[src/design/isa_pkg.sv]
package isa_pkg;

	localparam int word_w = 16;
	localparam int reg_count = 4;

	typedef logic [word_w-1:0] word_t;
	typedef logic [$clog2(reg_count)-1:0] reg_idx_t;

	// Instruction word fields
	localparam int opcode_hi = 15;
	localparam int opcode_lo = 12;
	localparam int rs_hi = 11;
	localparam int rs_lo = 10;
	localparam int rt_hi = 9;
	localparam int rt_lo = 8;
	localparam int rd_hi = 7;
	localparam int rd_lo = 6;
	localparam int func_hi = 5;
	localparam int func_lo = 0;
	localparam int imm_hi = 7;
	localparam int imm_lo = 0;
	localparam int target_hi = 11;
	localparam int target_lo = 0;

	typedef enum logic [3:0] {
		op_bne   = 4'd0,
		op_beq   = 4'd1,
		op_adi   = 4'd4,
		op_lhi   = 4'd6,
		op_lwd   = 4'd7,
		op_swd   = 4'd8,
		op_jmp   = 4'd9,
		op_jal   = 4'd10,
		op_rtype = 4'd15
	} opcode_t;

	typedef enum logic [5:0] {
		fn_add = 6'd0,
		fn_sub = 6'd1,
		fn_and = 6'd2,
		fn_orr = 6'd3,
		fn_jpr = 6'd25,
		fn_wwd = 6'd28,
		fn_hlt = 6'd29
	} func_t;

	// JAL return address goes here
	localparam reg_idx_t link_reg = 2'd2;

endpackage

[src/design/ctrl_pkg.sv]
package ctrl_pkg;

	typedef enum logic [2:0] {
		st_fetch,
		st_decode,
		st_execute,
		st_memory,
		st_writeback,
		st_halted
	} state_t;

	typedef enum logic [2:0] {
		alu_add,
		alu_sub,
		alu_and,
		alu_or,
		alu_pass_b
	} alu_op_t;

	typedef enum logic {
		src_a_pc,
		src_a_reg
	} src_a_t;

	typedef enum logic [2:0] {
		src_b_reg,
		src_b_one,
		src_b_simm,
		src_b_uimm,
		src_b_target
	} src_b_t;

	typedef enum logic [1:0] {
		wb_alu_out,
		wb_mdr,
		wb_pc
	} wb_t;

	typedef enum logic [1:0] {
		dest_rd,
		dest_rt,
		dest_link
	} dest_t;

	typedef enum logic [1:0] {
		pc_src_alu,
		pc_src_alu_out,
		pc_src_reg_a
	} pc_src_t;

	// All-zero value means no action
	typedef struct packed {
		logic mem_read;
		logic mem_write;
		logic addr_from_alu_out;
		logic ir_write;
		logic mdr_write;
		logic pc_write;
		logic pc_write_cond;
		logic branch_on_ne;
		logic reg_write;
		dest_t dest;
		wb_t wb;
		src_a_t src_a;
		src_b_t src_b;
		alu_op_t alu_op;
		pc_src_t pc_src;
		logic out_write;
	} ctrl_t;

endpackage

[src/design/control_fsm.sv]
`timescale 1ns/1ps

module control_fsm (
	input logic clk,
	input logic reset_n,
	input isa_pkg::word_t inst,
	output ctrl_pkg::ctrl_t ctrl,
	output isa_pkg::word_t num_inst,
	output logic is_halted
);

	ctrl_pkg::state_t state;
	ctrl_pkg::state_t state_next;
	ctrl_pkg::ctrl_t ctrl_raw;
	isa_pkg::opcode_t opcode;
	isa_pkg::func_t func;
	logic inst_done;

	assign opcode = isa_pkg::opcode_t'(inst[isa_pkg::opcode_hi:isa_pkg::opcode_lo]);
	assign func = isa_pkg::func_t'(inst[isa_pkg::func_hi:isa_pkg::func_lo]);

	always_comb begin
		ctrl_raw = '0;
		state_next = state;
		inst_done = 1'b0;
		case (state)
			ctrl_pkg::st_fetch: begin
				ctrl_raw.mem_read = 1'b1;
				ctrl_raw.ir_write = 1'b1;
				ctrl_raw.src_a = ctrl_pkg::src_a_pc;
				ctrl_raw.src_b = ctrl_pkg::src_b_one;
				ctrl_raw.pc_src = ctrl_pkg::pc_src_alu;
				ctrl_raw.pc_write = 1'b1;
				state_next = ctrl_pkg::st_decode;
			end
			ctrl_pkg::st_decode: begin
				// Branch target lands in the ALU output register
				ctrl_raw.src_a = ctrl_pkg::src_a_pc;
				ctrl_raw.src_b = ctrl_pkg::src_b_simm;
				state_next = ctrl_pkg::st_fetch;
				inst_done = 1'b1;
				case (opcode)
					isa_pkg::op_jmp, isa_pkg::op_jal: begin
						ctrl_raw.src_b = ctrl_pkg::src_b_target;
						ctrl_raw.alu_op = ctrl_pkg::alu_pass_b;
						ctrl_raw.pc_src = ctrl_pkg::pc_src_alu;
						ctrl_raw.pc_write = 1'b1;
						ctrl_raw.reg_write = (opcode == isa_pkg::op_jal);
						ctrl_raw.dest = ctrl_pkg::dest_link;
						ctrl_raw.wb = ctrl_pkg::wb_pc;
					end
					isa_pkg::op_adi, isa_pkg::op_lhi, isa_pkg::op_lwd, isa_pkg::op_swd,
					isa_pkg::op_bne, isa_pkg::op_beq: begin
						state_next = ctrl_pkg::st_execute;
						inst_done = 1'b0;
					end
					isa_pkg::op_rtype: begin
						case (func)
							isa_pkg::fn_add, isa_pkg::fn_sub, isa_pkg::fn_and,
							isa_pkg::fn_orr: begin
								state_next = ctrl_pkg::st_execute;
								inst_done = 1'b0;
							end
							isa_pkg::fn_jpr: begin
								ctrl_raw.pc_src = ctrl_pkg::pc_src_reg_a;
								ctrl_raw.pc_write = 1'b1;
							end
							isa_pkg::fn_wwd: begin
								ctrl_raw.out_write = 1'b1;
							end
							isa_pkg::fn_hlt: begin
								state_next = ctrl_pkg::st_halted;
								inst_done = 1'b0;
							end
							default: ;
						endcase
					end
					// Unsupported opcodes retire as no-ops
					default: ;
				endcase
			end
			ctrl_pkg::st_execute: begin
				ctrl_raw.src_a = ctrl_pkg::src_a_reg;
				ctrl_raw.src_b = ctrl_pkg::src_b_simm;
				state_next = ctrl_pkg::st_writeback;
				case (opcode)
					isa_pkg::op_rtype: begin
						ctrl_raw.src_b = ctrl_pkg::src_b_reg;
						case (func)
							isa_pkg::fn_sub: ctrl_raw.alu_op = ctrl_pkg::alu_sub;
							isa_pkg::fn_and: ctrl_raw.alu_op = ctrl_pkg::alu_and;
							isa_pkg::fn_orr: ctrl_raw.alu_op = ctrl_pkg::alu_or;
							default: ctrl_raw.alu_op = ctrl_pkg::alu_add;
						endcase
					end
					isa_pkg::op_lhi: begin
						ctrl_raw.src_b = ctrl_pkg::src_b_uimm;
						ctrl_raw.alu_op = ctrl_pkg::alu_pass_b;
					end
					isa_pkg::op_lwd, isa_pkg::op_swd: begin
						state_next = ctrl_pkg::st_memory;
					end
					isa_pkg::op_bne, isa_pkg::op_beq: begin
						ctrl_raw.src_b = ctrl_pkg::src_b_reg;
						ctrl_raw.alu_op = ctrl_pkg::alu_sub;
						ctrl_raw.pc_src = ctrl_pkg::pc_src_alu_out;
						ctrl_raw.pc_write_cond = 1'b1;
						ctrl_raw.branch_on_ne = (opcode == isa_pkg::op_bne);
						state_next = ctrl_pkg::st_fetch;
						inst_done = 1'b1;
					end
					default: ;
				endcase
			end
			ctrl_pkg::st_memory: begin
				ctrl_raw.addr_from_alu_out = 1'b1;
				if (opcode == isa_pkg::op_lwd) begin
					ctrl_raw.mem_read = 1'b1;
					ctrl_raw.mdr_write = 1'b1;
					state_next = ctrl_pkg::st_writeback;
				end else begin
					ctrl_raw.mem_write = 1'b1;
					state_next = ctrl_pkg::st_fetch;
					inst_done = 1'b1;
				end
			end
			ctrl_pkg::st_writeback: begin
				ctrl_raw.reg_write = 1'b1;
				ctrl_raw.dest = (opcode == isa_pkg::op_rtype) ? ctrl_pkg::dest_rd : ctrl_pkg::dest_rt;
				ctrl_raw.wb = (opcode == isa_pkg::op_lwd) ? ctrl_pkg::wb_mdr : ctrl_pkg::wb_alu_out;
				state_next = ctrl_pkg::st_fetch;
				inst_done = 1'b1;
			end
			// Halted: nothing moves until reset
			default: ;
		endcase
	end

	// Bus strobes must stay low while reset is held
	assign ctrl = reset_n ? ctrl_raw : '0;

	always_ff @(posedge clk) begin
		if (!reset_n) begin
			state <= ctrl_pkg::st_fetch;
			num_inst <= '0;
		end else begin
			state <= state_next;
			if (inst_done) begin
				num_inst <= num_inst + isa_pkg::word_t'(1);
			end
		end
	end

	assign is_halted = (state == ctrl_pkg::st_halted);

endmodule

[config.mk]
export PLATFORM = sky130hd
export DESIGN_NAME = control_fsm
export DESIGN_NICKNAME = d
export VERILOG_FILES = /design/src/design/isa_pkg.sv /design/src/design/ctrl_pkg.sv /design/src/design/control_fsm.sv
export SDC_FILE = /design/constraint.sdc
export NUM_CORES = 1
export LEC_CHECK = 0
export BUFFER_PORTS_ARGS = -buffer_cell sky130_fd_sc_hd__buf_2
export CAP_MARGIN = 30
export CORE_UTILIZATION = 48
export DETAILED_ROUTE_END_ITERATION = 8
export GPL_ROUTABILITY_DRIVEN = 0
export PLACE_DENSITY = 0.84
export SYNTH_ARGS = -nofsm -noshare
export SYNTH_HDL_FRONTEND = slang
export SYNTH_SLANG_ARGS = --single-unit
export TNS_END_PERCENT = 10
[constraint.sdc]
create_clock -name clk -period 2.57 [get_ports clk]
set_input_delay 0.1285 -clock clk [delete_from_list [all_inputs] [get_ports clk]]
set_output_delay 0.1285 -clock clk [all_outputs]
set_load 0.01 [all_outputs]
# After elaboration in Yosys (flattened, before gate mapping)
# Cells that the tools add are included.
# classes
n_reduce_logical,10
magnitude_cmp,0
shift,0
addsub,1
muxes,37
div_mod_pow,0
bitwise_logic,0
multipliers,0
n_eq_ne,19
# op_table
operator,n
$pmux W3 S2,4
$mux W23,1
$eq A6 B5 Y1 const B,3
$add A16 B1 Y16 const B,1
$eq A4 B4 Y1 const B,4
$pmux W3 S5,1
$pmux W5 S3,1
$mux W1,13
$eq A4 B3 Y1 const B,3
$eq A6 B2 Y1 const B,2
$pmux W4 S3,1
$mux W2,5
$pmux W5 S2,1
$pmux W1 S2,4
$eq A3 B2 Y1 const B,2
$eq A3 B3 Y1 const B,2
$eq A6 B1 Y1 const B,1
$logic_not A6 Y1,1
$mux W6,1
$pmux W2 S3,1
$reduce_or A2 Y1,3
$reduce_or A6 Y1,1
$mux W5,1
$reduce_bool A5 Y1,1
9 further kinds,9
# totals
romBits,0
latch_bits,0
n_memories,0
mem_bits_rw,0
ff_bits,19

# Logic depth before layout (Yosys ltp)
# Gate-level depths: netlist (run 1).
# logic_depth
ltp_word,5
ltp_mapped,8
depth_no_buf,6

# Worst setup path before layout (run 1)
# OpenSTA, ideal clock, no wires.
# synth_path
path_type,register -> register
start,register state[1]
end,register num_inst[12]
stages_incl_launch_ff,9
path_slack_ps,721
required_ps,2499
setup_ps,71
period_less_slack_ps,1849
arrival_ps,1778
path_cell_list,dfxtp_1 > buf_2 > nor3b_4 > nand3_2 > nor3_4 > nor2_2 > buf_2 > or3_1 > a21oi_1
# synth_between
elab_chain_cells,2
# synth_rtl
item,line_no,rtl
"start, declared",control_fsm.sv:12,ctrl_pkg::state_t state;
"start signal, assigned",control_fsm.sv:144,state <= ctrl_pkg::st_fetch;
"start signal, assigned",control_fsm.sv:147,state <= state_next;
"$eq A3 B3 Y1, or another cell as far along",control_fsm.sv:26,case (state)
$pmux W1 S4 *,control_fsm.sv:26,
"end signal, assigned",control_fsm.sv:149,num_inst <= num_inst + isa_pkg::word_t'(1);
"end, declared",control_fsm.sv:8,"output isa_pkg::word_t num_inst,"
# Every way passes the cells marked *; elsewhere a longest branch is shown, timed or not.
# A chain may end at the register's enable or synchronous reset.

# Worst setup path in the final report (run 1)
# layout_path
start,register state[2]
end,register num_inst[5]
# The elaborated chain is that of the path after synthesis.

==> results of run 1 <==
## through the flow
stage                     area (um2)  hold WS, ns
final                           1760        0.238
after global routing            1760        0.261
after CTS                       1760        0.234
after detailed placement        1730        0.474
after global placement          1730        0.466
after floorplan                 1460        0.372
## synthesized netlist by cell type (all sizes together)
library cell	count
and3	4
nand4	2
nand4b	1
a32oi	1
clkbuf	6
nor3	10
o2bb2ai	1
o22ai	1
a22oi	1
nor4	1
nand3b	4
o21a	1
nor2b	9
a21oi	16
o311ai	1
or2	1
o211a	1
and4	2
a211o	1
a211oi	1
and2	5
o2111ai	3
xor2	3
o31ai	3
a311oi	1
a21boi	1
buf	8
or3	5
o21ai	12
or4	3
nor2	22
ha	1
mux2i	4
nand2b	8
inv	5
nor3b	2
xnor2	2
nand4bb	1
o211ai	1
nand3	9
nand2	18
dfxtp	19
a31oi	1
## critical path, cell delays in order (launching register included)
cell	delay, ns
sky130_fd_sc_hd__dfxtp_1	0.41
sky130_fd_sc_hd__buf_4	0.20
sky130_fd_sc_hd__nor3b_4	0.21
sky130_fd_sc_hd__nand3_2	0.11
sky130_fd_sc_hd__nor3_4	0.34
sky130_fd_sc_hd__nor2_2	0.18
sky130_fd_sc_hd__or4_1	0.52
sky130_fd_sc_hd__a21oi_1	0.16
## final cells by class
type,count,area share [%]
clock buffers,3,1.28
clock inverters,1,0.285
inverters,5,1.07
multi-input cells,164,56.8
flip-flops and latches,19,21.7
well taps,31,2.21
repair buffers,56,16.7
## state kept, by name, indices dropped and copies added (netlist names)
name / count
state: 3
num_inst: 16
## cells by family (layout without fill, tap and decap cells)
logic type	Yosys count	in the layout	share of synthesized area (%)
compound gates	47	47	20.6
xor+xnor	5	5	3.00
fa+ha+maj	1	1	0.856
buf+inv	19	65	5.74
flops	19	19	26.0
mux	4	4	2.74
simple gates	107	107	41.0
## per-layer routing
metal	global-route usage, %	vias to the layer above	part of all wire, %
li1	-	822	-
met1	30.2	735	46
met5	0	-	0
met2	35.3	48	47
met4	5.57	0	1.2
met3	4.31	4	5.6
## cell usage in the layout, fill, tap and decap left out, types with 5 or more instances in the layout
master,n
sky130_fd_sc_hd__nor2_1,21
sky130_fd_sc_hd__and2_1,5
sky130_fd_sc_hd__nand2_1,18
sky130_fd_sc_hd__inv_1,5
sky130_fd_sc_hd__nor3_1,9
sky130_fd_sc_hd__nor2b_1,9
sky130_fd_sc_hd__o21ai_0,9
sky130_fd_sc_hd__dfxtp_1,19
sky130_fd_sc_hd__a21oi_1,16
sky130_fd_sc_hd__buf_4,5
sky130_fd_sc_hd__nand2b_1,8
sky130_fd_sc_hd__nand3_1,8
sky130_fd_sc_hd__buf_2,51
sky130_fd_sc_hd__or3_1,5
## power by group through the flow
stage	Combinational [mW]	Clock (mW)	Sequential (mW)
after floorplan	0.106	0	0.314
after global placement	0.143	0	0.320
after detailed placement	0.145	0	0.320
after CTS	0.146	0.153	0.313
after global routing	0.164	0.169	0.315
final	0.147	0.148	0.313
## worst max-delay path by stage
stage                        start      endpoint  slack [ns]  cells past startpoint
after floorplan           state[1]  num_inst[12]        0.72                      8
after global placement    state[2]   num_inst[5]        0.46                      7
final                     state[2]   num_inst[5]        0.37                      7
after global routing      state[2]   num_inst[5]        0.20                      7
after CTS                 state[2]   num_inst[5]        0.38                      7
after detailed placement  state[2]   num_inst[5]        0.41                      7
==> run summary, run 1 <==
* **share of power burned in combinational logic** 24.1%
* **Netlist Area Pre-Place** 1460 um2
* **violations in the final reports** DRC
* **TritonCTS clock tree** built
* **final period utilization** 85.4%
* **Worst Reg-to-Reg Cells** 7
* **max-slew violation count** 0
* **fillers** 272
* **yosys warns** 0
* **via count** 1609
* **Total Die Area** 3270 um2
* **Tightest Hold Check Type** in -> reg
* **Tmin final** 2.20 ns
* **Max Fanout on Critical Path** 12
* **final routed wire length divided by cell count** 12.5 um
* **Worst R2R Start** state[2]
* **total of endpoints with negative setup slack in the final report** 0
* **reported net switching power** 0.189 mW
* **average vias per placed instance** 5.77
* **DP Cell Count** 275
* **sequential cell area fraction in the yosys report** 26.0%
* **Core Footprint** 2830 um2
* **clk_lat worst skew** 0.30 ns
* **Final Hold Violating Endpoints** 0
* **antenna diode instance count** 0
* **worst-case hold path end point** num_inst[11]
* **Clock Tree Buf Depth** 2
* **post-CTS setup-driven buffer insertion count** 0
* **total nets after synthesis** 221
* **Antenna Violating Nets Remaining** 0
* **fraction of layout cells with a size suffix above 1** 27.0%
* **crit path DAT** 2.43 ns
* **worst flop-to-flop path endpoint** num_inst[5]
* **violation count after the first detailed-routing iteration** 77
* **flop and latch count out of synthesis** 19
* **CP endpoint kind** register
* **mean cell area of the mapped netlist** 7.23 um2
* **share of power burned in registers** 51.5%
* **proportion of netlist area held by the largest area contributor** 26.0%
* **power consumption** 0.608 mW
* **cell accounting for the most synthesized area** sky130_fd_sc_hd__dfxtp_1
* **Total Neg Setup Slack** 0 ns
* **Worst R2R Setup Slack** 0.37 ns
* **setup slack of the critical path after layout** 0.374 ns
* **vias in the first global route** 1285
* **area growth from synthesis to layout** 20.1%
* **H-Tree Level Count** 1
* **CP Class** reg -> reg
* **hold-fix buffers at CTS** 0
* **worst voltage drop across the vdd grid** 0.338 mV
* **hold path startpoint** reset_n
* **internal power component** 0.419 mW
* **switching share of power** 31.0%
* **status** finished, violations left
* **total global routing overflow** 0
* **number of iterations in the first detailed-routing pass** 6
* **Initial Utilization** 51.7%
* **largest cells by area after synthesis** sky130_fd_sc_hd__dfxtp_1 (26%), sky130_fd_sc_hd__a21oi_1 (5.5%), sky130_fd_sc_hd__nor2_1 (5.4%)
* **multi-input gate area in the final layout** 997 um2
* **number of input and output port buffers inserted** 51
* **end-of-flow core utilization** 62.1%
* **sequential cell area in the final layout** 380 um2
* **top-level port count** 58
* **number of antenna violations at the first check in global routing** 0
* **maximum number of pins on one net before global-route repair** 21
* **HPWL after DPL** 2610 um
* **CTS Buf Count** 3
* **cell count after synthesis** 202
* **crit start category** register
* **total of cells resized after clock tree synthesis** 0
* **Min-Delay Path Depth** 3
* **total routed wirelength** 3480 um
* **count of distinct cell types in the synthesized netlist** 51
* **power density cells** 346 nW/um2
* **die width** 57.2 um
* **worst path required time** 2.80 ns
* **wire length of the first global-routing pass** 5710 um
* **Leakage Power** 0.800 nW
* **maximum operating frequency** 455 MHz
* **floorplan die height** 57.2 um
* **number of sinks handled by clock tree synthesis** 19
* **part of the power in the clock network** 24.4%
* **worst slack, placed** 0.415 ns
* **total DRC errors in the routed layout** 4
* **Slew @ Worst Pin** 0.586 ns
* **max-cap check violation count** 0
* **Nets** 268
* **clock-pin slew on the worst setup and hold paths** 0.10 ns
* **worst clock skew** 0.00472 ns
* **Core Rows** 19
* **setup repair after global routing missed its margin** no
* **global-route usage over all layers** 21.9%
* **Final Instance Count excl. Fillers** 279
* **Max transition margin** 60.6%
* **root buffer cell** sky130_fd_sc_hd__clkbuf_4
No activity file was read; power rests on OpenSTA's default activity.
==> run 2, diff against run 1 <==
Settings changed: CORE_UTILIZATION 48 to 30, PLACE_DENSITY 0.84 to 0.59.
==> run summary, run 2 (synthesis gave the netlist of run 1 again) <==
* **CTS Buf Count** 3
* **worst clock skew** 0.000804 ns
* **CP endpoint kind** register
* **worst slack, placed** 0.361 ns
* **status** completed
* **HPWL after DPL** 2760 um
* **number of sinks handled by clock tree synthesis** 19
* **DP Cell Count** 296
* **crit start category** register
* **total DRC errors in the routed layout** 0
* **worst path required time** 2.75 ns
* **clk_lat worst skew** 0.25 ns
* **Nets** 266
* **root buffer cell** sky130_fd_sc_hd__clkbuf_8
* **fraction of layout cells with a size suffix above 1** 26.0%
* **maximum number of pins on one net before global-route repair** 21
* **Worst path slowest cell** sky130_fd_sc_hd__or4_1
* **number of input and output port buffers inserted** 51
* **final routed wire length divided by cell count** 12.7 um
* **via count** 1604
* **Largest delay share family, worst path** simple AND/OR/NAND/NOR gates
* **biggest regs** num_inst x16, state x3
* **Final Instance Count excl. Fillers** 300
* **Slew @ Worst Pin** 0.676 ns
* **clock-pin slew on the worst setup and hold paths** 0.07 ns
* **post-CTS setup-driven buffer insertion count** 0
* **Final Hold Violating Endpoints** 0
* **total of endpoints with negative setup slack in the final report** 0
* **setup repair after global routing missed its margin** no
* **cells along the critical path** nor3b_4, nand3_2, nor3_4, nor2_2, or4_1, a21oi_1
* **most frequent standard cell in the layout excluding fill and tap cells** sky130_fd_sc_hd__buf_2
* **vias in the first global route** 1362
* **Clock Tree Buf Depth** 2
* **crit path DAT** 2.42 ns
* **global-route usage over all layers** 14.9%
* **Reg with most FFs** num_inst
* **Antenna Violating Nets Remaining** 0
* **commonest cells after routing, fill and taps aside** sky130_fd_sc_hd__buf_2 (51), sky130_fd_sc_hd__nor2_1 (21), sky130_fd_sc_hd__dfxtp_1 (19)
* **total of cells resized after clock tree synthesis** 0
* **TritonCTS clock tree** built
* **Core Rows** 25
* **Core Footprint** 4690 um2
* **Critical Path Max Stage Delay** 0.53 ns
* **Max transition margin** 54.5%
* **top-level port count** 58
* **total routed wirelength** 3820 um
* **max-slew violation count** 0
* **Tmin final** 2.24 ns
* **power density cells** 373 nW/um2
* **final period utilization** 87.2%
* **CP Class** reg -> reg
* **end-of-flow core utilization** 38.1%
* **average vias per placed instance** 5.35
* **total global routing overflow** 0
* **hold-fix buffers at CTS** 0
* **floorplan die height** 71.8 um
* **Total Die Area** 5150 um2
* **setup slack of the critical path after layout** 0.330 ns
* **Buffers & Inverters on Critical Path** 0
* **number of iterations in the first detailed-routing pass** 4
* **H-Tree Level Count** 1
* **number of antenna violations at the first check in global routing** 0
* **wire length of the first global-routing pass** 6310 um
* **flip-flop count of the largest register after layout** 16
* **Leakage Power** 0.795 nW
* **Total Neg Setup Slack** 0 ns
* **worst voltage drop across the vdd grid** 0.208 mV
* **violation count after the first detailed-routing iteration** 106
* **max-cap check violation count** 0
* **Max Fanout on Critical Path** 15
* **Initial Utilization** 31.1%
* **antenna diode instance count** 0
* **Tightest Hold Check Type** in -> reg
* **maximum operating frequency** 446 MHz
* **area growth from synthesis to layout** 22.3%
* **die width** 71.8 um
[run 2: cell count changes in the layout (fill, tap and decap cells not counted)]
cell	change
sky130_fd_sc_hd__buf_4	-2
sky130_fd_sc_hd__clkbuf_1	+1
sky130_fd_sc_hd__clkbuf_4	-3
sky130_fd_sc_hd__clkbuf_8	+3
sky130_fd_sc_hd__clkinv_2	-1
[run 2: final timing paths]
check	startpoint	endpoint	slack, ns	cells after the start
max reg2reg	state[2]	num_inst[5]	0.33	6
min	reset_n	num_inst[11]	0.31	3
max	state[2]	num_inst[5]	0.33	6
min reg2reg	num_inst[11]	num_inst[11]	0.48	2
[run 2: metal layers]
layer / track usage [%] / vias to the layer above / wire length [um]
li1: - / 818 / -
met1: 20.9 / 741 / 1930
met2: 24.2 / 41 / 1700
met3: 2.25 / 4 / 162
met4: 3.27 / 0 / 26
met5: 0 / - / 0
[run 2: final cells by class]
cell class                 instances  area, um2
tap                               54       67.6
multi-input combinational        164        997
fill                             490       2910
sequential                        19        380
clock buffer                       4       45.0
inverter                           5       18.8
timing repair buffer              54        278
[run 2: power breakdown]
group | leakage (nW) | switching (mW) | total [mW] | internal [mW]
Combinational | 0.618 | 0.0918 | 0.150 | 0.0580
Clock | 0.0228 | 0.0969 | 0.207 | 0.110
Sequential | 0.154 | 0.00964 | 0.310 | 0.301
[run 2: worst register-to-register path: stages, from the launching register on]
cell	delay (ns)
sky130_fd_sc_hd__dfxtp_1	0.47
sky130_fd_sc_hd__nor3b_4	0.36
sky130_fd_sc_hd__nand3_2	0.13
sky130_fd_sc_hd__nor3_4	0.34
sky130_fd_sc_hd__nor2_2	0.19
sky130_fd_sc_hd__or4_1	0.53
sky130_fd_sc_hd__a21oi_1	0.15
[run 2: per-stage QoR]
step           power [mW]  hold slack (ns)  area (um2)
6_report            0.667            0.310        1790
5_1_grt             0.711            0.329        1790
4_1_cts             0.672            0.304        1790
3_5_place_dp        0.465            0.471        1740
3_3_place_gp        0.463            0.465        1740
2_1_floorplan       0.420            0.372        1460
